`src/include/mem_config.svh`:
```
`ifndef MEM_CONFIG_SVH
`define MEM_CONFIG_SVH

// byte address width for a 1 KiB space
`define MEM_ADDR_WIDTH 10

// RAM size in bytes
`define MEM_DEPTH 1024

// bytes per instruction or data word
`define WORD_BYTES 4

`endif

```
`src/design/memTypesPkg.sv`:
```
package memTypesPkg;

    // controller sequencing states
    typedef enum logic [2:0] {
        stIdle,
        stFetch,
        stLoad,
        stStore,
        stDone
    } ctrlState_t;

    typedef enum logic {
        opLoad,
        opStore
    } memOp_t;

    // data access size
    typedef enum logic [1:0] {
        lenByte,
        lenHalf,
        lenWord
    } accessLen_t;

    typedef enum logic [1:0] {
        ownNone,
        ownFetch,
        ownData
    } busOwner_t;

endpackage

```
`src/design/memBusPkg.sv`:
```
`include "mem_config.svh"

package memBusPkg;
    import memTypesPkg::*;

    typedef struct packed {
        logic                       en;
        logic [`MEM_ADDR_WIDTH-1:0] addr;
    } fetchReq_t;

    typedef struct packed {
        logic                      done;
        logic [`WORD_BYTES*8-1:0] inst;
    } fetchResp_t;

    typedef struct packed {
        logic                       en;
        memOp_t                     op;
        accessLen_t                 len;
        logic [`MEM_ADDR_WIDTH-1:0] addr;
        logic [`WORD_BYTES*8-1:0]   wdata;
    } dataReq_t;

    typedef struct packed {
        logic                      done;
        logic [`WORD_BYTES*8-1:0] rdata;
    } dataResp_t;

    // byte RAM port
    typedef struct packed {
        logic                       we;
        logic [`MEM_ADDR_WIDTH-1:0] addr;
        logic [7:0]                 wdata;
    } ramPort_t;

    // access issued by the FSM with a single-cycle start strobe
    typedef struct packed {
        logic                       start;
        logic                       isStore;
        accessLen_t                 len;
        logic [`MEM_ADDR_WIDTH-1:0] addr;
        logic [`WORD_BYTES*8-1:0]   wdata;
    } accessCmd_t;

endpackage

```
`src/design/memPortDriver.sv`:
```
`include "mem_config.svh"

module memPortDriver (
    input  logic                  clk,
    input  logic                  rst,
    input  logic                  i_hold,
    input  memBusPkg::accessCmd_t i_cmd,
    input  logic [1:0]            i_count,
    output memBusPkg::ramPort_t   o_ram
);
    import memTypesPkg::*;

    logic [`MEM_ADDR_WIDTH-1:0] baseAddr;
    logic [`MEM_ADDR_WIDTH-1:0] curAddr;
    logic [`MEM_ADDR_WIDTH-1:0] lastAddr;
    logic [`WORD_BYTES*8-1:0]   storeWord;
    accessLen_t                 storeLen;
    logic                       storeActive;
    logic                       storeLast;

    always_ff @(posedge clk) begin
        if (i_cmd.start && !i_hold) begin
            baseAddr  <= i_cmd.addr;
            storeWord <= i_cmd.wdata;
            storeLen  <= i_cmd.len;
        end
        // address of the byte now sitting in the RAM output register
        if (!i_hold) begin
            lastAddr <= curAddr;
        end
    end

    always_comb begin
        case (storeLen)
            lenByte: storeLast = (i_count == 2'd0);
            lenHalf: storeLast = (i_count == 2'd1);
            default: storeLast = (i_count == 2'd3);
        endcase
    end

    always_ff @(posedge clk) begin
        if (rst) begin
            storeActive <= 1'b0;
        end else if (!i_hold) begin
            if (i_cmd.start) begin
                storeActive <= i_cmd.isStore;
            end else if (storeActive && storeLast) begin
                storeActive <= 1'b0;
            end
        end
    end

    assign curAddr = baseAddr + {{(`MEM_ADDR_WIDTH-2){1'b0}}, i_count};

    // under hold, re-read the pending byte so the read pipeline keeps it
    assign o_ram.addr  = i_hold ? lastAddr : curAddr;
    assign o_ram.wdata = storeWord[8*i_count +: 8];
    assign o_ram.we    = storeActive && !i_hold;

endmodule

```
`config.mk`:
```
export PLATFORM = sky130hd
export DESIGN_NAME = memPortDriver
export DESIGN_NICKNAME = d
export VERILOG_FILES = /design/src/design/memTypesPkg.sv /design/src/design/memBusPkg.sv /design/src/design/memPortDriver.sv
export VERILOG_INCLUDE_DIRS = /design/src /design/src/include
export SDC_FILE = /design/constraint.sdc
export NUM_CORES = 1
export LEC_CHECK = 0
export BUFFER_PORTS_ARGS = -buffer_cell sky130_fd_sc_hd__clkbuf_2
export CORE_MARGIN = 2
export CORE_UTILIZATION = 30
export CTS_BUF_LIST = sky130_fd_sc_hd__clkbuf_16
export DETAILED_ROUTE_END_ITERATION = 12
export PLACE_DENSITY_LB_ADDON = 0.2
export SYNTH_ARGS = -nofsm -noshare
export SYNTH_HDL_FRONTEND = slang
export SYNTH_SLANG_ARGS = --single-unit
```
`constraint.sdc`:
```
create_clock -name clk -period 4.1 [get_ports clk]
set_input_delay 0.205 -clock clk [delete_from_list [all_inputs] [get_ports clk]]
set_output_delay 0.205 -clock clk [all_outputs]
set_load 0.05 [all_outputs]
```
Yosys cells after proc, flatten, opt, wreduce, memory -nomap -nowiden
Index checks and enable logic that the tools add are counted.

storage, ports and cells
  memory bits (read-only) = 0
  bits of input ports = 51
  latch bits = 0
  word-level logic and storage cells = 23
  bits in writable memories = 0
  output and inout port bits = 19
  register bits = 55
  memories = 0

operators by class
  divide/modulo/power cells = 0
  add/sub/neg operators = 1
  multiplexer cells = 4
  bitwise operators = 1
  shift operators = 1
  $mul = 0
  magnitude comparators = 0
  reduce and logical (&&, ||, !) cells = 8
  equality and inequality tests = 3

operators with widths
  operator              count
  $shiftx A32 B6 Y8     1
  $add A10 B2 Y10       1
  $mux W10              1
  $eq A2 B1 Y1 const B  2
  $logic_not A2 Y1      2
  $logic_and A1 B1 Y1   3
  $eq A2 B2 Y1 const B  1
  $mux W1               2
  $pmux W1 S2           1
  $reduce_and A2 Y1     1
  $reduce_bool A2 Y1    1
  $logic_not A1 Y1      1
  $not A1 Y1            1

Depth between registers and ports, before layout
  depth after elaboration = 5
  gate-level depth with buffers = 6

Least setup slack after synthesis
OpenSTA, ideal clock, no wires.

  path kind = input -> register
  start = in i_count[1]
  end = reg lastAddr[4]
  required time = 3855 ps
  arrival = 2534 ps
  path slack = 1320 ps
  cell stages on the path = 6
  setup time = 245 ps
  path through = clkbuf_1 -> inv_1 -> fa_1 -> nand3b_1 -> xor2_1 -> o21ai_0

RTL lines
  item                  line                 source
  start, declared       memPortDriver.sv:8   input logic [1:0] i_count,
  end signal, assigned  memPortDriver.sv:29  lastAddr <= curAddr;
  end, declared         memPortDriver.sv:15  logic [`MEM_ADDR_WIDTH-1:0] lastAddr;

==> results.yml <==
yosys:
  synth_nets: 178
  synth_area_leaders: "edfxtp_1, dfxtp_1, mux4_2"
  yosys.area.top_type: "edfxtp_1"
  mappedNetlistArea_sq_um: 2105
  synthCells: 124
  avgSynthCellArea_sq_um: 16.97
  ys_seq_elements: 55
  synth_warnings: 0
  yosysUniqueCellTypes: 29
  yosys.area.top_type_share_pct: 62.78
  synth-seq-area-share_pct: 73.25
floorplanning:
  die_w_um: 87.76
  initial_utilization_pct: 30.98
  core-area_sq_um: 6794
  rows: 30
  ios: 70
  die_h_um: 87.76
  fp.dieArea_sq_um: 7701
final_layout:
  drive_gt1_share_pct: 44.72
  antenna-diode-count: 0
  final_cell_mix: "clkbuf_2, edfxtp_1, dfxtp_1, mux4_2, nand2_1"
  layout_commonest_cell: "clkbuf_2"
  final_area_sq_um: 2725
  utilization_pct: 40.11
  fin_nets: 252
  nFillCells: 641
  area_growth_pct: 29.49
sta:
  timing.slew.headroom_pct: 63.72
  max_clock_freq_mhz: 393.5
  setup_tns_ns: 0
  setup_slack_ns: 1.559
  period_minus_slack_ns: 2.541
  hold_viol: 0
  drv_slew: 0
  whs_ns: 0.08408
  rsz0062_at_grt: "no"
  period_share_pct: 61.98
  setup_viol: 0
  tightest_slew_ns: 0.5442
  finClkSkew_ns: 0.007651
drt:
  firstDrtPassIters: 4
  vias_per_cell: 4.285
  wl_mm: 3.749
  first_iter_violations: 87
  detail_route.wl_per_cell_um: 12.71
  ant_nets: 0
  vias: 1264
  route.detailed.drc: 0
min_path:
  hp-class: "primary input to flip-flop"
critical_path:
  cp.arrival_ns: 2.34
  worstSetupPathType: "flip-flop to output port"
  end_kind: "output port"
  path_max_fanout: 4
  r2r_slack_ns: 2.28
  startpoint_type: "flip-flop"
  required_ns: 3.89
global_route:
  grt_pass1_vias: 1235
  grt_overflow: 0
  antenna_found_initial: 0
  grt_util_all_layers_pct: 10.64
  grt_max_degree: 46
  grt_pass1_wl_mm: 6.016
placement:
  postPlaceCellArea_sq_um: 2572
  place_congestion: 0.6668
  port_buffers: 69
  dp_slack_ns: 1.506
  dp_hpwl_mm: 2.763
pwr:
  ir_worst_vdd_v: 0.0002063
  combPwrFrac_pct: 14.9
  switchingPower_uw: 338.3
  seqPwrFrac_pct: 51.9
  sw_frac_of_total_pct: 26.45
  p_per_area_nw_per_um2: 469.3
  p_clk_share_pct: 33.1
  p_leak_uw: 0.001062
  internal_power_uw: 940.5
cts:
  cts_resized: 0
  htree_levels: 2
  cts.clk_slew.worst_paths_ns: 0.07
  cts-root-buf: "clkbuf_16"
  hold_buffers: 0
  cts_tree: "done"
  insertion_delay_ns: 0.29
  cts_setup_buffers: 0
  cts_made_buffers: 5
  cts_sinks: 55
  cts.path.max_buffers: 2
outcome:
  status: "completed"
flow_run:
  cap_violations: 0
[power groups by stage]
| stage | Clock (uW) | Sequential, uW | Combinational [uW] |
|---|---|---|---|
| 6_report | 424 | 664 | 191 |
| 5_1_grt | 468 | 669 | 206 |
| 4_1_cts | 446 | 664 | 195 |
| 3_5_place_dp | 0 | 677 | 194 |
| 3_3_place_gp | 0 | 676 | 194 |
| 2_1_floorplan | 0 | 673 | 136 |
[cells by family after synthesis]
| group | after synthesis | share of synthesized area (%) |
|---|---|---|
| flops | 55 | 73.25 |
| xor+xnor | 3 | 1.249 |
| fa+ha+maj | 3 | 2.140 |
| compound gates | 17 | 5.053 |
| mux | 9 | 9.096 |
| buf+inv | 9 | 1.665 |
| simple gates | 28 | 7.550 |
[critical path, stage by stage, from the launching register on]
cell and delay, ns:
edfxtp_1 0.34, ha_1 0.16, inv_1 0.05, fa_1 0.41, nand4b_1 0.22, or3_1 0.36
a31oi_1 0.20, clkbuf_2 0.31
[final cells by class]
class | instances | area, sq um | area share, %
multi-input cells | 60 | 535.5 | 19.65
repair buffers | 70 | 352.8 | 12.95
clock buffers | 5 | 125.1 | 4.591
flip-flops and latches | 55 | 1541 | 56.57
well taps | 96 | 120.1 | 4.408
clock inverters | 3 | 27.53 | 1.010
inverters | 6 | 22.52 | 0.8264
[synthesized netlist by cell type, drive strengths merged]
library cell and count:
o211ai 1, dfxtp 11, fa 1, a21oi 2, nand2 7, nor2 4
a211o 1, a31oi 5, inv 5, or4 3, nand3b 1, clkinv 1
ha 2, nand4 2, buf 1, o21ai 5, o31ai 2, o221ai 1
clkbuf 2, edfxtp 44, or3 3, and4b 1, mux2 1, nand3 4
mux4 8, nor2b 2, nand4b 1, xor2 3
[metal layers]
| layer | wire length, um | part of all wire, % | track usage [%] | up-vias |
|---|---|---|---|---|
| met3 | 295 | 7.9 | 4.430 | 6 |
| met4 | 56 | 1.5 | 3.776 | 0 |
| li1 | - | - | - | 639 |
| met2 | 1801 | 48 | 16.53 | 45 |
| met5 | 0 | 0 | 0 | - |
| met1 | 1595 | 43 | 13.43 | 574 |
[through the flow]
| stage | std cells | total power, uW |
|---|---|---|
| 2_1_floorplan | 124 | 809.3 |
| 3_3_place_gp | 287 | 870.3 |
| 3_5_place_dp | 287 | 871.3 |
| 4_1_cts | 295 | 1305 |
| 5_1_grt | 295 | 1344 |
| 6_report | 295 | 1279 |
[worst paths after layout]
check | depth (start not counted) | endpoint | start
hold / removal | 1 | storeWord[23] | i_cmd[23]
setup reg to reg | 6 | lastAddr[8] | baseAddr[0]
hold reg to reg | 2 | lastAddr[6] | lastAddr[6]
setup / recovery | 7 | o_ram[16] | baseAddr[0]
[state kept, by name (all words and copies together), names as in the netlist]
| register | count |
|---|---|
| storeLen | 2 |
| lastAddr | 10 |
| baseAddr | 10 |
| storeActive | 1 |
| storeWord | 32 |
Note: power is estimated with default switching activity, not from simulation.
