### src/design/memTypesPkg.sv
package memTypesPkg;

    // controller sequencing states
    typedef enum logic [2:0] {
        stIdle,
        stFetch,
        stLoad,
        stStore,
        stDone
    } ctrlState_t;

    typedef enum logic {
        opLoad,
        opStore
    } memOp_t;

    // data access size
    typedef enum logic [1:0] {
        lenByte,
        lenHalf,
        lenWord
    } accessLen_t;

    typedef enum logic [1:0] {
        ownNone,
        ownFetch,
        ownData
    } busOwner_t;

endpackage

### src/design/byteCounter.sv
module byteCounter (
    input  logic                    clk,
    input  logic                    rst,
    input  logic                    i_hold,
    input  logic                    i_start,
    input  logic                    i_advance,
    input  memTypesPkg::accessLen_t i_len,
    input  logic                    i_isFetch,
    output logic [1:0]              o_count,
    output logic                    o_lastByte
);
    import memTypesPkg::*;

    logic [1:0] lastIdx;

    always_ff @(posedge clk) begin
        if (rst) begin
            o_count <= 2'd0;
            lastIdx <= 2'd0;
        end else if (!i_hold) begin
            if (i_start) begin
                o_count <= 2'd0;
                // fetches always take a full word
                if (i_isFetch) begin
                    lastIdx <= 2'd3;
                end else begin
                    case (i_len)
                        lenByte: lastIdx <= 2'd0;
                        lenHalf: lastIdx <= 2'd1;
                        default: lastIdx <= 2'd3;
                    endcase
                end
            end else if (i_advance && !o_lastByte) begin
                o_count <= o_count + 2'd1;
            end
        end
    end

    assign o_lastByte = (o_count == lastIdx);

endmodule

### config.mk
export PLATFORM = sky130hd
export DESIGN_NAME = byteCounter
export DESIGN_NICKNAME = d
export VERILOG_FILES = /design/src/design/memTypesPkg.sv /design/src/design/byteCounter.sv
export SDC_FILE = /design/constraint.sdc
export NUM_CORES = 1
export LEC_CHECK = 0
export BUFFER_PORTS_ARGS = -buffer_cell sky130_fd_sc_hd__buf_4
export CAP_MARGIN = 0
export CORE_AREA = 8 8 45 47
export CTS_CLUSTER_DIAMETER = 40
export CTS_CLUSTER_SIZE = 8
export DETAILED_ROUTE_END_ITERATION = 6
export DIE_AREA = 0 0 53 55
export PLACE_DENSITY = 0.47
export SLEW_MARGIN = 25
export SYNTH_ARGS = -nofsm -noshare
export SYNTH_HDL_FRONTEND = slang
export SYNTH_SLANG_ARGS = --single-unit
### constraint.sdc
create_clock -name clk -period 1.1 [get_ports clk]
set_input_delay 0.22 -clock clk [delete_from_list [all_inputs] [get_ports clk]]
set_output_delay 0.22 -clock clk [all_outputs]
set_load 0.02 [all_outputs]
# After elaboration in Yosys (flattened, before gate mapping)
# Index checks and enable logic that the tools add are counted.
dict set report word_totals {
  ram_bits 0
  in_bits 8
  register_bits 4
  n_memories 0
  mem_bits_ro 0
  latch_bits 0
}
dict set report classes {
  reduce_logical 6
  eq_ne 2
  muxes 4
  magnitude_cmp 0
  div_mod_pow 0
  bitwise 1
  multipliers 0
  add_sub_neg 1
  n_shift 0
}
# op count
set op_table {}
lappend op_table {{$mux 2} 3}
lappend op_table {{$pmux 2 s2} 1}
lappend op_table {{$reduce_and 2->1} 2}
lappend op_table {{$add 2x1->2 const B} 1}
lappend op_table {{$eq 2x1->1 const B} 1}
lappend op_table {{$eq 2x2->1} 1}
lappend op_table {{$logic_not 2->1} 1}
lappend op_table {{$reduce_bool 2->1} 1}
lappend op_table {{$logic_and 1x1->1} 1}
lappend op_table {{$logic_not 1->1} 1}
lappend op_table {{$not 1->1} 1}

# Depth between registers and ports, before layout
# Gate-level depths: netlist (run 1).
dict set report depth {
  depth_word 5
  ltp_mapped 3
  ltp_nobuf 3
}

# Worst setup path after synthesis (run 1)
# Ideal clock, no wire load.
dict set report synth_path {
  kind {reg2out}
  start {register o_count[1]}
  end {output port o_lastByte}
  path_slack_ns -0.022
  path_buffers 0
  required_ns 0.880
  arrival_ns 0.902
  path_stages_with_launch 3
  cell_sequence {dfxtp_1 -> xnor2_1 -> and2_2}
}
dict set report synth_between {
  elab_chain_len 1
}
# item line_no
set synth_rtl {}
lappend synth_rtl {{from (decl)} byteCounter.sv:9} ;# output logic [1:0] o_count,
lappend synth_rtl {{from (signal assigned)} byteCounter.sv:34} ;# o_count <= o_count + 2'd1;
lappend synth_rtl {{$eq 2x2->1} byteCounter.sv:39} ;# assign o_lastByte = (o_count == lastIdx);
lappend synth_rtl {{to (decl)} byteCounter.sv:10} ;# output logic o_lastByte
# Every way passes these cells.

# Final worst setup path (run 1)
dict set report layout_path {
  start {register o_count[0]}
  end {output port o_lastByte}
}
# Same word-level chain as after synthesis.

==> impl_metrics.ini, run 1 <==
[final_layout]
instances_no_fill = 58
antenna_cells = 0
nets = 52
finish.utilization = 0.287
syn_to_final_growth_pct = 80.1
drive_gt1_frac = 0.595

[power_and_ir_drop]
p_leak_nw = 0.159
total_power_w = 0.000443
peakVddDrop_mv = 0.460
power_density_mw_per_mm2 = 1120

[timing]
whs_ns = 0.179
relSlewSlack = 0.838
rsz0062_at_grt = yes
worst_pin_slew_ns = 0.241
min_period_ns = 1.22
fin_worst_skew_ns = 0.00374
fin_crit_sh = 1.10
setup_ws_ns = -0.115
finalHoldViolCount = 0
fmax_mhz = 823
slew_viol_final = 0
setup_viol = 1

[die]
initial_core_util = 0.159
rows = 14
dieArea_mm2 = 0.00292
design.core.area_mm2 = 0.00138
io_pins = 11
fp.dieW_um = 53
die_y_um = 55

[critical_path]
reg2reg_depth = 4
r2r_slack_ns = 0.03
end_kind = output pin
cp-start-kind = flip-flop
crit_type = reg2out
cp_max_fo = 2
critPathRequiredTime_ns = 0.88
r2r-end = o_count[0]
arrival_ns = 1.00
r2r_start = o_count[0]

[yosys]
synthCells = 25
synthMuxAreaShare = 0.0909
yosys.area_share.xor_xnor = 0.0795
netlist_area_um2 = 220
synth_top_family_by_area = simple AND/OR/NAND/NOR gates
synth_compound_area_frac = 0.0795
syn-num-nets = 33
yosysUniqueCellTypes = 14
synth_seq_cells = 4
synth-simple-area-share = 0.369
synthAdderAreaFrac = 0
ys_warn_count = 0
ys_seq_area_frac = 0.364
avgSynthCellArea_um2 = 8.81

[clock_network]
cts_buffers = 3
h-tree-depth = 1
tritoncts = built
clockBufferDepth = 2
root_buffer = clkbuf_4
insertion_delay_ns = 0.24
cts.clk_slew.worst_paths_ns = 0.04
cts.sinks = 4

[detailed_routing]
routedWlPerCell_um = 10.3
viasPerCell = 4.07
drc = 0
drt_iter0_drc = 4
vias = 236
antenna_left = 0
wl_um = 597
firstDrtPassIters = 4

[place]
dp_hpwl_um = 467
gp_congestion = 0.685
io_buffers = 10
dp.cells = 53

[global_routing]
grt_pass1_wl_um = 1090
met2_usage = 0.0781
globalRouteMet3Util = 0.0401
busiest_layer = met2
met1_usage = 0.0521
grt_start_max_net_pins = 7
track_usage = 0.0553
grt_pass1_vias = 274
antenna_found_initial = 0
grt-ovfl-total = 0

[min_path]
whs_path_depth = 2
hp-class = in2reg
min_from = rst
min_delay_worst_endpoint = lastIdx[0]

[status]
status = complete, but fails checks
violations = setup timing

[flow_run]
drv_cap = 0
[how the worst max path moves through the flow]
stage / startpoint / to / slack [ns]
2_1_floorplan: o_count[0] / o_count[0] / 0.01
3_3_place_gp: lastIdx[1] / o_lastByte / 0.03
3_5_place_dp: lastIdx[1] / o_lastByte / 0.003
4_1_cts: o_count[0] / o_lastByte / -0.11
5_1_grt: o_count[0] / o_lastByte / -0.17
6_report: o_count[0] / o_lastByte / -0.12
[final cells by class]
type | count | area (um2)
Sequential cell | 4 | 85.1
Timing Repair Buffer | 14 | 113
Inverter | 1 | 3.75
Multi-Input combinational cell | 20 | 153
Clock buffer | 3 | 22.5
Tap cell | 16 | 20.0
Fill cell | 148 | 987
[through the flow]
step	cell area, um2	setup TNS (ns)	setup slack [ns]
after floorplan	221	0	0.0134
after global placement	332	0	0.0302
after detailed placement	332	0	0.00265
after CTS	393	-0.111	-0.111
after global routing	397	-0.294	-0.166
final	397	-0.115	-0.115
[cells in the final DEF (no fill, tap or decap)]
cell,count
nor2b_1,1
xnor2_2,2
mux2i_1,2
nand3b_1,1
buf_4,12
and2_4,1
inv_1,1
nand2b_1,2
nor3_1,3
or3_1,3
buf_6,2
dfxtp_2,4
nor2_1,2
clkbuf_4,3
a211oi_2,1
nor4_1,1
a21oi_1,1
[power by group]
part / internal, W / switching (W) / total, W
Sequential: 0.000154 / 0.00000676 / 0.000160
Combinational: 0.0000602 / 0.0000388 / 0.0000990
Clock: 0.000122 / 0.0000616 / 0.000184
Total: 0.000336 / 0.000107 / 0.000443
[kinds of logic after synthesis]
logic type | Yosys count
multiplexers | 2
XOR/XNOR | 2
flip-flops | 4
buffers and inverters | 1
AO/OA/AOI/OAI | 2
AND/OR/NAND/NOR | 14
[synth_stat cells (all sizes together)]
library cell  n  share of area
a211oi        1          0.057
a21oi         1          0.023
and2          1          0.034
dfxtp         4           0.36
inv           1          0.017
mux2i         2          0.091
nand2b        2          0.057
nand3b        1          0.034
nor2          2          0.034
nor2b         1          0.028
nor3          3          0.068
nor4          1          0.028
or3           3          0.085
xnor2         2          0.080
[state kept, by name, indices dropped and copies added, names as in the netlist]
signal	cells
o_count	2
lastIdx	2
[layer usage]
layer	wire, um	share of wire
met3	72	0.12
met5	0	0
met2	270	0.45
met1	253	0.42
met4	0	0
[timing repair]
action	in CTS	in global routing
gates resized for setup	7	1
hold buffers	0	0
pin swaps	2	0
gates cloned	0	0
endpoints found under the setup margin	1	4
setup buffers	2	0
[critical path, cell delays in order (launching register included)]
cell	delay (ns)
dfxtp_2	0.33
xnor2_2	0.17
and2_4	0.16
buf_6	0.10
Power figures use the tool's default switching activity.
==> inputs of run 2 (changes only) <==
Settings changed: PLACE_DENSITY 0.47 to unset.
==> run 2 against run 1 <==
  * The flow still finishes with violations (setup timing)
  * Setup slack lost 0.014 ns
  * Non-clock buffer count grew 1
  * Total power grew 0.73%
  * Sequential power is essentially flat
  * Cell count grew 1.7%
  * First-iteration DRC count shrank 50%
  * Maximum frequency shrank 1.1%
  * Combinational power grew 7%
  * Critical path type unchanged
  * Highest routed layer unchanged
==> impl_metrics.ini, run 2 (same netlist as run 1, synthesis figures left out) <==
[timing]
relSlewSlack = 0.833
setup_ws_ns = -0.129
rsz0062_at_grt = yes
worst_pin_slew_ns = 0.248
fmax_mhz = 814
fin_worst_skew_ns = 0.00414
fin_crit_sh = 1.12
min_period_ns = 1.23
setup_viol = 1
slew_viol_final = 0
finalHoldViolCount = 0

[clock_network]
cts.clk_slew.worst_paths_ns = 0.04
insertion_delay_ns = 0.23
cts_buffers = 3
root_buffer = clkbuf_4
ctsHoldBuffers = 0
cts.sinks = 4
clockBufferDepth = 2
h-tree-depth = 1
tritoncts = built

[power_and_ir_drop]
clkPwrFrac = 0.407
peakVddDrop_mv = 0.322
p_int_w = 0.000339
pwr-share-comb = 0.238
swShare = 0.241
pwr-share-seq = 0.355
power_density_mw_per_mm2 = 1090
switchingPower_w = 0.000108
p_leak_nw = 0.164

[detailed_routing]
wl_um = 633
viasPerCell = 4.03
vias = 238
wl_met2_um = 317
top_layer_used = met3
drt_iter0_drc = 2
wl_met3_um = 56
antenna_left = 0
firstDrtPassIters = 2
wl_met1_um = 260
routedWlPerCell_um = 10.7
drc = 0

[status]
status = complete, but fails checks
violations = setup timing

[final_layout]
final_common_cell = buf_4
final_cell_mix = buf_4 (13), or3_1 (3), nor3_1 (3), clkbuf_4 (3), dfxtp_2 (3)
drive_gt1_frac = 0.628
syn_to_final_growth_pct = 86.4
antenna_cells = 0
nets = 53
reg.largest.list = lastIdx (2), o_count (2)
instances_no_fill = 59

[min_path]
hp-class = in2reg

[die]
initial_core_util = 0.159
fp.dieW_um = 53
die_y_um = 55
design.core.area_mm2 = 0.00138
io_pins = 11
rows = 14
dieArea_mm2 = 0.00292

[place]
io_buffers = 10
dp_hpwl_um = 460
gp_congestion = 0.775
preCtsSetupSlack_ns = -0.00710
dp.cells = 53

[critical_path]
end_kind = output pin
cp_max_fo = 2
critPathRequiredTime_ns = 0.88
crit_type = reg2out
arrival_ns = 1.01
cp-start-kind = flip-flop

[global_routing]
antenna_found_initial = 0
grt_pass1_vias = 267
grt_pass1_wl_um = 1060
grt-ovfl-total = 0
grt_start_max_net_pins = 7
track_usage = 0.0530

[flow_run]
drv_cap = 0
[run 2: changes by cell type in the layout (fill, tap and decap cells not counted)]
cell     before  now
a21oi_1       1    0
a21oi_2       0    1
buf_4        12   13
dfxtp_2       4    3
dfxtp_4       0    1
[run 2: final cells by class]
type	count	area, um2
Inverter	1	3.75
Multi-Input combinational cell	20	156
Tap cell	16	20.0
Sequential cell	4	87.6
Timing Repair Buffer	15	120
Clock buffer	3	22.5
Fill cell	155	973
[run 2: path summary, 6_finish.rpt]
check | from | to | slack, ns | cells after the start
hold reg to reg | lastIdx[1] | lastIdx[1] | 0.53 | 2
setup reg to reg | o_count[1] | o_count[1] | 0.03 | 4
hold / removal | rst | lastIdx[0] | 0.18 | 2
setup / recovery | o_count[0] | o_lastByte | -0.13 | 3
[run 2: power groups by stage]
| stage | logic, W | clock network [W] | registers [W] |
|---|---|---|---|
| after floorplan | 0.0000377 | 0 | 0.000161 |
| after global placement | 0.0000811 | 0 | 0.000159 |
| after detailed placement | 0.0000813 | 0 | 0.000159 |
| after CTS | 0.000103 | 0.000191 | 0.000158 |
| after global routing | 0.000115 | 0.000205 | 0.000160 |
| final | 0.000106 | 0.000182 | 0.000158 |
[run 2: worst max-delay path, stage by stage, from the launching register on]
cell and delay, ns:
dfxtp_4 0.34, xnor2_2 0.17, and2_4 0.16, buf_6 0.11
[run 2: metal layers]
| metal | GRT usage | vias to the layer above |
|---|---|---|
| met2 | 0.0820 | 8 |
| met5 | 0 | - |
| met4 | 0.0388 | 0 |
| met1 | 0.0441 | 104 |
| li1 | - | 126 |
| met3 | 0.0455 | 0 |
[run 2: through the flow]
stage          TNS (ns)  instance area, um2  hold WS (ns)  power (W)  utilization
6_report         -0.129                 410         0.180   0.000446        0.297
5_1_grt          -0.237                 410         0.171   0.000480        0.297
4_1_cts          -0.108                 403         0.173   0.000452        0.291
3_5_place_dp   -0.00710                 332         0.431   0.000241        0.240
3_3_place_gp          0                 332         0.430   0.000240        0.240
2_1_floorplan         0                 221         0.299   0.000199            -
[run 2: what timing repair did]
item,in CTS,in global routing
buffers inserted,3,1
pin swaps,2,4
endpoints found under the setup margin,1,4
resized for setup,8,2
