<file path="src/include/mem_config.svh">
`ifndef MEM_CONFIG_SVH
`define MEM_CONFIG_SVH

// byte address width for a 1 KiB space
`define MEM_ADDR_WIDTH 10

// RAM size in bytes
`define MEM_DEPTH 1024

// bytes per instruction or data word
`define WORD_BYTES 4

`endif

</file>
<file path="src/design/memTypesPkg.sv">
package memTypesPkg;

    // controller sequencing states
    typedef enum logic [2:0] {
        stIdle,
        stFetch,
        stLoad,
        stStore,
        stDone
    } ctrlState_t;

    typedef enum logic {
        opLoad,
        opStore
    } memOp_t;

    // data access size
    typedef enum logic [1:0] {
        lenByte,
        lenHalf,
        lenWord
    } accessLen_t;

    typedef enum logic [1:0] {
        ownNone,
        ownFetch,
        ownData
    } busOwner_t;

endpackage

</file>
<file path="src/design/memBusPkg.sv">
`include "mem_config.svh"

package memBusPkg;
    import memTypesPkg::*;

    typedef struct packed {
        logic                       en;
        logic [`MEM_ADDR_WIDTH-1:0] addr;
    } fetchReq_t;

    typedef struct packed {
        logic                      done;
        logic [`WORD_BYTES*8-1:0] inst;
    } fetchResp_t;

    typedef struct packed {
        logic                       en;
        memOp_t                     op;
        accessLen_t                 len;
        logic [`MEM_ADDR_WIDTH-1:0] addr;
        logic [`WORD_BYTES*8-1:0]   wdata;
    } dataReq_t;

    typedef struct packed {
        logic                      done;
        logic [`WORD_BYTES*8-1:0] rdata;
    } dataResp_t;

    // byte RAM port
    typedef struct packed {
        logic                       we;
        logic [`MEM_ADDR_WIDTH-1:0] addr;
        logic [7:0]                 wdata;
    } ramPort_t;

    // access issued by the FSM with a single-cycle start strobe
    typedef struct packed {
        logic                       start;
        logic                       isStore;
        accessLen_t                 len;
        logic [`MEM_ADDR_WIDTH-1:0] addr;
        logic [`WORD_BYTES*8-1:0]   wdata;
    } accessCmd_t;

endpackage

</file>
<file path="src/design/wordAssembler.sv">
`include "mem_config.svh"

module wordAssembler (
    input  logic                     clk,
    input  logic                     rst,
    input  logic                     i_hold,
    input  memBusPkg::accessCmd_t    i_cmd,
    input  logic [1:0]               i_count,
    input  logic                     i_advance,
    input  logic [7:0]               i_ramData,
    output logic [`WORD_BYTES*8-1:0] o_word
);
    // byte index and valid delayed to match RAM latency
    logic [1:0] laneD;
    logic       validD;

    always_ff @(posedge clk) begin
        if (rst) begin
            validD <= 1'b0;
        end else if (!i_hold) begin
            validD <= i_advance;
        end
    end

    always_ff @(posedge clk) begin
        if (!i_hold) begin
            laneD <= i_count;
            // cleared lanes give the zero extension of short loads
            if (i_cmd.start) begin
                o_word <= '0;
            end else if (validD) begin
                o_word[8*laneD +: 8] <= i_ramData;
            end
        end
    end

endmodule

</file>
<file path="config.mk">
export PLATFORM = sky130hd
export DESIGN_NAME = wordAssembler
export DESIGN_NICKNAME = d
export VERILOG_FILES = /design/src/design/memTypesPkg.sv /design/src/design/memBusPkg.sv /design/src/design/wordAssembler.sv
export VERILOG_INCLUDE_DIRS = /design/src /design/src/include
export SDC_FILE = /design/constraint.sdc
export NUM_CORES = 1
export LEC_CHECK = 0
export BUFFER_PORTS_ARGS = -buffer_cell sky130_fd_sc_hd__buf_2
export CAP_MARGIN = 5
export CORE_UTILIZATION = 49
export CTS_BUF_LIST = sky130_fd_sc_hd__clkbuf_16
export CTS_CLUSTER_SIZE = 30
export DETAILED_ROUTE_END_ITERATION = 8
export PLACE_DENSITY = 0.84
export SETUP_SLACK_MARGIN = 0.02
export SYNTH_ARGS = -nofsm -noshare
export SYNTH_HDL_FRONTEND = slang
export SYNTH_SLANG_ARGS = --single-unit
</file>
<file path="constraint.sdc">
create_clock -name clk -period 4.1 [get_ports clk]
set_input_delay 0.205 -clock clk [delete_from_list [all_inputs] [get_ports clk]]
set_output_delay 0.205 -clock clk [all_outputs]
set_load 0.1 [all_outputs]
</file>
======== Yosys cells after proc, flatten, opt, wreduce, memory -nomap -nowiden ========
Index checks and enable logic that the tools add are counted.
word-level totals
  register bits after elaboration ......... 35
  output and inout port bits .............. 32
cells by class
  add/sub/neg operators ................... 1
  shift operators ......................... 2
  mux-type cells .......................... 2
  bitwise logic cells ..................... 1
  reduce and logical (&&, ||, !) cells .... 2
operators with widths
  cell                                                    number
  negation 5 -> 34 bit                                    1
  variable shift 8 x 34 -> 32 bit (first input constant)  1
  indexed part select 8 x 34 -> 32 bit                    1
  bitwise mux 32 bit                                      1
  2-to-1 mux 32 bit                                       1
  AND reduction 2 bit                                     1
  nonzero test 2 bit                                      1
  inverter 1 bit                                          1

======== Depth between registers and ports, before layout ========
Gate-level depths: netlist (run 1).
  depth in word-level cells ............... 4
  mapped depth ............................ 5
  mapped depth without buffers ............ 4

======== Least setup slack after synthesis (run 1) ========
OpenSTA, ideal clock, no wires.
  kind .................................... input port to flip-flop
  from .................................... input i_cmd[45] in the netlist's numbering
  to ...................................... register o_word[0], enable pin
  setup time .............................. 0.421 ns
  arrival time ............................ 2.110 ns
  data required time ...................... 3.679 ns
  slack ................................... 1.569 ns
  stages .................................. 4
  cells stage by stage .................... clkbuf_1 > buf_2 > nor2_1 > nor2_1
on the way
  longest elaborated chain between the ends .. 2
RTL lines
  what                                  RTL line             text
  start: declaration                    wordAssembler.sv:7   input memBusPkg::accessCmd_t i_cmd,
  nonzero test 2 bit (no source line)   --
  AND reduction 2 bit (no source line)  --
  end signal: indexed assignment        wordAssembler.sv:32  o_word[8*laneD +: 8] <= i_ramData;
  end: declaration                      wordAssembler.sv:11  output logic [`WORD_BYTES*8-1:0] o_word
No other way between the ends.
A chain may end at the register's enable or synchronous reset.

======== Final worst setup path (run 1) ========
  from .................................... register laneD[0]
  to ...................................... register o_word[22] (data pin)
on the way
  longest elaborated chain between the ends .. 4
  elaborated cells on any way between the ends .. 5
  those cells by class .................... 1 x add/sub; 2 x shift; 2 x mux
RTL lines
  what                                                                                            RTL line             text
  start: declaration                                                                              wordAssembler.sv:14  logic [1:0] laneD;
  start signal: assignment                                                                        wordAssembler.sv:27  laneD <= i_count;
  negation 5 -> 34 bit *                                                                          wordAssembler.sv:32
  indexed part select 8 x 34 -> 32 bit / variable shift 8 x 34 -> 32 bit (equally long branches)  wordAssembler.sv:32
  bitwise mux 32 bit *                                                                            wordAssembler.sv:32
  2-to-1 mux 32 bit *                                                                             wordAssembler.sv:31  end else if (validD) begin
Mark *: on every way between the ends. The rest lies on a longest branch, timed or not. The select of a mux whose other input is x is not followed.

==> metrics.yaml, run 1 <==
yosys:
  synth_top_family_by_area: "compound AO/OA/AOI/OAI gates"
  syn_nets: 203
  syn_avg_cell_area_um2: 13.14
  seq_area_frac_synth: 0.5742
  ys_ff_latch: 35
  synth_compound_area_frac: 0.1877
  synth_xor_area_frac: 0
  yosys-mux-area-fraction: 0.005521
  synth_warnings: 0
  synth_cells: 138
  yosys.area_share.simple: 0.1111
  yosys.cell_types.count: 19
  netlist_area_um2: 1813
  synthAdderAreaFrac: 0.03451
placed_design:
  gp_congestion: 0.7648
  portBuffers: 46
  hpwl_mm: 2.523
  dp_cells: 220
sta:
  fmax_ghz: 0.4792
  worst_pin_slew_ns: 0.7472
  skew_ns: 0.003441
  finalSetupTns_ns: 0
  rsz0062_at_grt: "no"
  hold_viol_final: 0
  period_needed_ns: 2.087
  maxSlewViolCount: 0
  timing.final.crit_share: 0.5089
  slew_headroom: 0.5019
  setup_viol: 0
critical_path:
  crit_path_max_fanout: 13
  end_kind: "flop"
  arrival_ns: 2.07
  cp.required_ns: 4.09
  worstSetupPathType: "flop to flop"
  cp-start-kind: "flop"
final_layout:
  syn2layout_area_growth_pct: 21.33
  nFillCells: 277
  area.sequential_um2: 1041
  multi_input_area_um2: 616.8
  fin_util: 0.6390
  drive_gt1_frac: 0.3901
  antenna_cells: 0
  final_cells: 228
  nets: 246
routing:
  wl_mm: 3.724
  drc: 0
  drtIter0Drc: 137
  first_pass_iters: 4
  ant_nets: 0
  via_per_inst: 5.627
  num_vias: 1283
  routedWlPerCell_um: 16.33
clock_tree:
  cts.sinks: 35
  cts_tree: "built"
  cts_root_buf: "clkbuf_16"
  cts_inserted_buffers: 5
  h-tree-depth: 2
  cts_resized: 0
  clkTransAtPathRegs_ns: 0.06
  cts_buffer_depth: 2
  insertion_delay_ns: 0.28
  cts_setup_buffers: 0
  postCtsHoldBufs: 0
grt:
  grt_max_degree: 44
  track_usage: 0.2070
  overflow: 0
  antenna_found_initial: 0
  grt_pass1_wl_mm: 6.230
  grt_pass1_vias: 1311
hold_path:
  min_path_type: "input port to flop"
floorplan:
  ios: 92
  die_w_um: 62.83
  die_h_um: 62.83
  core-area_um2: 3442
  start_util: 0.5267
  rows: 21
  fp.dieArea_um2: 3947
outcome:
  status: "finished, final reports clean"
power_and_ir_drop:
  ir_drop_mv: 0.2736
  p_per_area_nw_per_um2: 473.2
  p_leak_nw: 0.8691
flow_run:
  maxCapViolations: 0
## layout make-up
cell class / instances / area share
Timing Repair Buffer: 47 / 0.1081
Sequential cell: 35 / 0.4733
Multi-Input combinational cell: 65 / 0.2804
Clock inverter: 3 / 0.009101
Clock buffer: 5 / 0.05688
Inverter: 27 / 0.04607
Tap cell: 46 / 0.02617
## layer usage
layer	routed length, um	vias up	track usage	share of wire
met5	0	-	0	0
met4	25	0	0.08140	0.0067
met3	234	4	0.06204	0.063
met2	1836	57	0.3220	0.49
met1	1627	614	0.2703	0.44
li1	-	608	-	-
## stage by stage
stage          setup WS [ns]  power [W]  area, um^2  hold slack (ns)
5_1_grt                1.876   0.001072        2200          0.07362
3_5_place_dp           2.057  0.0006807        2054           0.3638
3_3_place_gp           2.147  0.0006746        2054           0.3629
4_1_cts                2.007   0.001047        2200          0.07005
6_report               2.013   0.001041        2200          0.07389
2_1_floorplan          1.569  0.0006424        1813           0.2774
## cells in the mapped netlist, drive strengths merged
| cell | count | area [um^2] |
|---|---|---|
| o41ai | 1 | 8.760 |
| buf | 7 | 41.29 |
| clkbuf | 4 | 15.01 |
| nand4bb | 2 | 22.52 |
| ha | 5 | 62.56 |
| or3b | 2 | 17.52 |
| nand4b | 1 | 8.760 |
| nor2 | 3 | 11.26 |
| o32ai | 31 | 331.6 |
| mux2i | 1 | 10.01 |
| dfxtp | 1 | 20.02 |
| inv | 27 | 101.4 |
| nand2b | 17 | 123.9 |
| edfxtp | 34 | 1021 |
| nand3b | 1 | 7.510 |
| or4b | 1 | 10.01 |
## registers in the layout, indices dropped and copies added (netlist names)
name    count
o_word     32
validD      1
laneD       2
## critical path, cell delays in order (launching register included)
cell,delay [ns]
edfxtp_1,0.49
inv_1,0.15
ha_1,0.44
nand2b_1,0.51
o32ai_2,0.19
## cell usage in the layout (no fill, tap or decap)
cell type   count
o32ai_1        23
clkinv_2        1
nand2b_2        7
buf_2          46
mux2i_1         1
nand2b_1       10
or3b_1          2
clkinvlp_4      2
nor2_2          1
dfxtp_1         1
or4b_1          1
edfxtp_1       34
buf_4           1
nand4b_1        1
o32ai_2         8
nor2_1          2
ha_1            5
o41ai_1         1
nand3b_1        1
nand4bb_1       2
clkbuf_16       5
inv_1          27
## cell families after synthesis
kind of cell             count (synthesis)
AO/OA/AOI/OAI                           32
adder cells (fa/ha/maj)                  5
buffers and inverters                   38
flip-flops                              35
multiplexers                             1
AND/OR/NAND/NOR                         27
## where the power goes
part	internal (W)	switching, W
clock network	0.000223	0.000143
logic	0.0000482	0.000194
registers	0.000420	0.0000124
## final timing paths
kind	slack, ns	from	end	cells after the start
setup reg to reg	2.01	laneD[0]	o_word[22]	4
hold / removal	0.07	rst	validD	2
hold reg to reg	0.50	validD	validD	2
setup / recovery	2.01	laneD[0]	o_word[22]	4
Power figures use the tool's default switching activity.
==> inputs of run 2 (changes only) <==
--- a/config.mk
+++ b/config.mk
@@ -8,11 +8,11 @@
 export LEC_CHECK = 0
 export BUFFER_PORTS_ARGS = -buffer_cell sky130_fd_sc_hd__buf_2
 export CAP_MARGIN = 5
-export CORE_UTILIZATION = 49
+export CORE_UTILIZATION = 41
 export CTS_BUF_LIST = sky130_fd_sc_hd__clkbuf_16
 export CTS_CLUSTER_SIZE = 30
 export DETAILED_ROUTE_END_ITERATION = 8
-export PLACE_DENSITY = 0.84
+export PLACE_DENSITY = 0.75
 export SETUP_SLACK_MARGIN = 0.02
 export SYNTH_ARGS = -nofsm -noshare
 export SYNTH_HDL_FRONTEND = slang
==> constraint.sdc (replaced) <==
create_clock -name clk -period 1.72 [get_ports clk]
set_input_delay 0.086 -clock clk [delete_from_list [all_inputs] [get_ports clk]]
set_output_delay 0.086 -clock clk [all_outputs]
set_load 0.1 [all_outputs]
==> run 2 against run 1 <==
  * Die area rose by 19%
  * Non-clock buffer count rose by 12
  * Worst hold slack worse by 0.025 ns
  * Setup slack got worse by 1.9 ns
  * Sequential share of layout area shrank 2.6 points
  * Fmax is 29% higher
  * Utilization shrank 7.3 points
  * Count of clock-buffer cells in the layout unchanged
  * First-iteration DRC count down 2.2%
  * Clock power grew 130%
  * Power rose by 140%
  * Largest power group unchanged
  * Highest routed layer unchanged
==> metrics.yaml, run 2 (synthesis results as in run 1) <==
critical_path:
  arrival_ns: 1.71
  end_kind: "flop"
  cp-start-kind: "flop"
  worstSetupPathType: "flop to flop"
  crit_path_max_fanout: 8
  cp.required_ns: 1.81
sta:
  hold_viol_final: 0
  worst_pin_slew_ns: 0.4888
  maxSlewViolCount: 0
  timing.final.crit_share: 0.9435
  period_needed_ns: 1.623
  finalSetupTns_ns: 0
  rsz0062_at_grt: "no"
  fmax_ghz: 0.6162
  skew_ns: 0.001754
  setup_viol: 0
  slew_headroom: 0.6741
  finalWorstSetupSlack_ns: 0.09714
floorplan:
  die_h_um: 68.50
  start_util: 0.4406
  fp.dieArea_um2: 4692
  core-area_um2: 4115
  ios: 92
  rows: 23
  die_w_um: 68.50
routing:
  first_pass_iters: 4
  ant_nets: 0
  routedWlPerCell_um: 16.77
  wl_mm: 4.092
  num_vias: 1342
  via_per_inst: 5.500
  drtIter0Drc: 134
  drc: 0
clock_tree:
  insertion_delay_ns: 0.27
  cts_inserted_buffers: 5
  cts_root_buf: "clkbuf_16"
  cts.sinks: 35
  cts_tree: "built"
  h-tree-depth: 2
  clkTransAtPathRegs_ns: 0.05
  cts_buffer_depth: 2
power_and_ir_drop:
  p_per_area_nw_per_um2: 1075
  pwr-share-clk: 0.340
  ir_drop_mv: 0.5145
  p_leak_nw: 0.9377
  p_sw_w: 0.0008295
  combPwrFrac: 0.249
  p_total_w: 0.002503
  seqPwrFrac: 0.411
  intPower_w: 0.001674
  swShare: 0.3313
grt:
  grt_pass1_wl_mm: 6.092
  antenna_found_initial: 0
  grt_max_degree: 33
  grt_pass1_vias: 1263
  track_usage: 0.1842
  overflow: 0
final_layout:
  regMostFlops: "o_word"
  syn2layout_area_growth_pct: 28.43
  antenna_cells: 0
  drive_gt1_frac: 0.4330
  most-common-layout-cells: "buf_2 (46), edfxtp_1 (34), inv_1 (26)"
  largest_reg_flops: 32
  fin_util: 0.5658
  nets: 258
  final_common_cell: "buf_2"
  reg.largest.list: "o_word x32, laneD x2, validD x1"
outcome:
  status: "finished, final reports clean"
placed_design:
  gp_congestion: 0.7720
  portBuffers: 46
  preCtsSetupSlack_ns: -0.01086
  hpwl_mm: 2.887
flow_run:
  maxCapViolations: 0
hold_path:
  min_path_type: "input port to flop"
## run 2: layout make-up
cell class / instances / area [um^2]
tap: 50 / 62.56
fill: 339 / 1787
multi-input combinational: 65 / 634.4
sequential: 35 / 1041
clock buffer: 5 / 125.1
clock inverter: 3 / 16.27
inverter: 27 / 101.3
timing repair buffer: 59 / 347.8
## run 2: worst max-delay path: stages (launching register included)
cell       delay, ns
edfxtp_1        0.42
inv_2           0.10
ha_1            0.27
nand4bb_2       0.42
o32ai_1         0.22
## run 2: repair_timing
item / 4_1_cts / 5_1_grt
buffers inserted: 0 / 1
gates resized for setup: 0 / 5
hold buffers: 3 / 0
endpoints found under the hold margin: 3 / 0
setup endpoints to repair: 14 / 23
## run 2: path summary, 6_finish.rpt
kind	depth (start not counted)	slack, ns	from	end
hold reg to reg	2	0.52	validD	validD
hold / removal	3	0.05	i_advance	validD
setup / recovery	4	0.1	laneD[1]	o_word[3]
setup reg to reg	4	0.1	laneD[1]	o_word[3]
## run 2: metrics by stage
stage          hold WS [ns]  area [um^2]  cells
2_1_floorplan        0.1584         1821    138
3_3_place_gp         0.2446         2137    232
3_5_place_dp         0.2472         2137    232
4_1_cts             0.05027         2308    243
5_1_grt             0.06987         2328    244
6_report            0.04870         2328    244
## run 2: per-layer routing
| layer | GRT usage | up-vias | routed length (um) |
|---|---|---|---|
| met1 | 0.2400 | 655 | 1771 |
| li1 | - | 637 | - |
| met4 | 0.08594 | 0 | 24 |
| met2 | 0.2904 | 48 | 2037 |
| met5 | 0 | - | 0 |
| met3 | 0.04112 | 2 | 258 |
## run 2: power groups by stage
stage	registers, W	logic (W)	clock network [W]
2_1_floorplan	0.00136	0.000176	0
3_3_place_gp	0.00104	0.000596	0
3_5_place_dp	0.00104	0.000611	0
4_1_cts	0.00103	0.000618	0.000868
5_1_grt	0.00103	0.000654	0.000897
6_report	0.00103	0.000625	0.000851
==> inputs of run 3 (changes only) <==
--- a/config.mk
+++ b/config.mk
@@ -8,6 +8,7 @@
 export LEC_CHECK = 0
 export BUFFER_PORTS_ARGS = -buffer_cell sky130_fd_sc_hd__buf_2
 export CAP_MARGIN = 5
+export CORE_MARGIN = 1.5
 export CORE_UTILIZATION = 41
 export CTS_BUF_LIST = sky130_fd_sc_hd__clkbuf_16
 export CTS_CLUSTER_SIZE = 30
==> run 3 against run 2 <==
  * Sequential power barely moved
  * Count of clock-buffer cells in the layout did not move
  * Setup slack improved by 0.014 ns
  * Fmax rose by 0.84%
  * Global-route usage fell by 0.51 points
  * Clock skew rose by 0.00053 ns
  * Critical path depth did not move
  * Largest power group unchanged
==> metrics.yaml, run 3 (synthesis results as in run 1) <==
outcome:
  status: "finished, final reports clean"
routing:
  drtIter0Drc: 164
  first_pass_iters: 4
  routed-wl-met3_um: 234
  routedWlPerCell_um: 17.33
  dr_wl_met2_mm: 2.068
  via_per_inst: 5.479
  ant_nets: 0
  drc: 0
  wl_mm: 4.195
  met1Wirelength_mm: 1.846
  num_vias: 1326
  dr.max_layer_used: "met4"
final_layout:
  regMostFlops: "o_word"
  most-common-layout-cells: "buf_2 (46), edfxtp_1 (34), inv_1 (27)"
  final_cells: 242
  antenna_cells: 0
  drive_gt1_frac: 0.4323
  nets: 256
  reg.largest.list: "o_word x32, laneD x2, validD x1"
  final_common_cell: "buf_2"
  largest_reg_flops: 32
  syn2layout_area_growth_pct: 30.02
  design_area_um2: 2357
  nFillCells: 358
critical_path:
  end_kind: "flop"
  path_cells: "inv_1, ha_1, or3b_4, o32ai_2"
  worst-path-buf-inv: 1
  crit_path_max_fanout: 8
  crit_slowest_cell: "or3b_4"
  crit_path_max_incr_delay_ns: 0.47
  r2r-start: "laneD[0]"
  cp-start-kind: "flop"
  crit_family: "simple AND/OR/NAND/NOR gates"
  crit_start: "laneD[0]"
  cp.required_ns: 1.82
  arrival_ns: 1.71
  worstSetupPathType: "flop to flop"
grt:
  overflow: 0
  grt_pass1_wl_mm: 6.748
  antenna_found_initial: 0
  track_usage: 0.1791
  grt_max_degree: 33
  grt_pass1_vias: 1349
flow_run:
  maxCapViolations: 0
floorplan:
  start_util: 0.4406
  die_h_um: 69.50
  ios: 92
  rows: 23
  core-area_um2: 4115
  fp.dieArea_um2: 4830
  die_w_um: 69.50
sta:
  maxSlewViolCount: 0
  slew_headroom: 0.6633
  period_needed_ns: 1.609
  setup_viol: 0
  timing.final.crit_share: 0.9356
  finalWorstSetupSlack_ns: 0.1107
  hold_viol_final: 0
  worst_pin_slew_ns: 0.5050
  finalSetupTns_ns: 0
  skew_ns: 0.002284
  rsz0062_at_grt: "no"
  fmax_ghz: 0.6214
clock_tree:
  clkTransAtPathRegs_ns: 0.05
  insertion_delay_ns: 0.28
  cts.sinks: 35
  h-tree-depth: 2
  cts_tree: "built"
  cts_buffer_depth: 2
  cts_inserted_buffers: 5
  cts_root_buf: "clkbuf_16"
placed_design:
  dp_cells: 231
  preCtsSetupSlack_ns: -0.01422
  hpwl_mm: 2.940
  portBuffers: 46
  postPlaceCellArea_um2: 2130
  gp_congestion: 0.7633
power_and_ir_drop:
  p_per_area_nw_per_um2: 1071
  p_leak_nw: 0.9385
  ir_drop_mv: 0.6711
hold_path:
  min_path_type: "input port to flop"
  holdCritStartpoint: "i_advance"
-- run 3: changes by cell type in the layout (fill, tap and decap cells not counted), sizes merged --
cell	previous run	this run
buf	56	54
-- run 3: worst paths after layout --
check	endpoint	slack [ns]	depth (start not counted)
setup / recovery	o_word[23]	0.11	4
hold / removal	validD	0.05	3
setup reg to reg	o_word[23]	0.11	4
hold reg to reg	validD	0.51	2
-- run 3: repair_timing --
item,in CTS,in global routing
endpoints found under the setup margin,15,24
gates resized for setup,0,9
setup buffers,0,0
hold buffers,3,0
hold endpoints to repair,3,0
-- run 3: worst register-to-register path: stages (launching register included) --
cell and delay [ns]:
edfxtp_1 0.39, inv_1 0.12, ha_1 0.17, or3b_4 0.47
o32ai_2 0.29
-- run 3: area by class of cell --
| class | count | area (um^2) | share of cell area |
|---|---|---|---|
| sequential | 35 | 1041 | 0.4416 |
| multi-input combinational | 65 | 678.2 | 0.2877 |
| timing repair buffer | 57 | 332.8 | 0.1412 |
| clock buffer | 5 | 125.1 | 0.05308 |
| inverter | 27 | 101.3 | 0.04299 |
| tap | 50 | 62.56 | 0.02654 |
| clock inverter | 3 | 16.27 | 0.006900 |
-- run 3: layer usage --
metal | global-route usage | vias up
met1 | 0.2321 | 649
li1 | - | 627
met2 | 0.2949 | 45
met3 | 0.04797 | 5
met5 | 0 | -
met4 | 0.05229 | 0
-- run 3: stage by stage --
stage	util	power [W]	hold WS, ns
after floorplan	-	0.001532	0.1584
after global placement	0.5175	0.001635	0.2451
after detailed placement	0.5175	0.001654	0.2461
after CTS	0.5591	0.002518	0.05022
after global routing	0.5728	0.002601	0.08330
final	0.5728	0.002524	0.05312
-- run 3: power breakdown --
group / leakage, nW / total, W / switching, W / internal (W)
sequential: 0.340 / 0.00103 / 0.0000273 / 0.00100
combinational: 0.528 / 0.000639 / 0.000487 / 0.000152
clock: 0.0710 / 0.000858 / 0.000330 / 0.000527
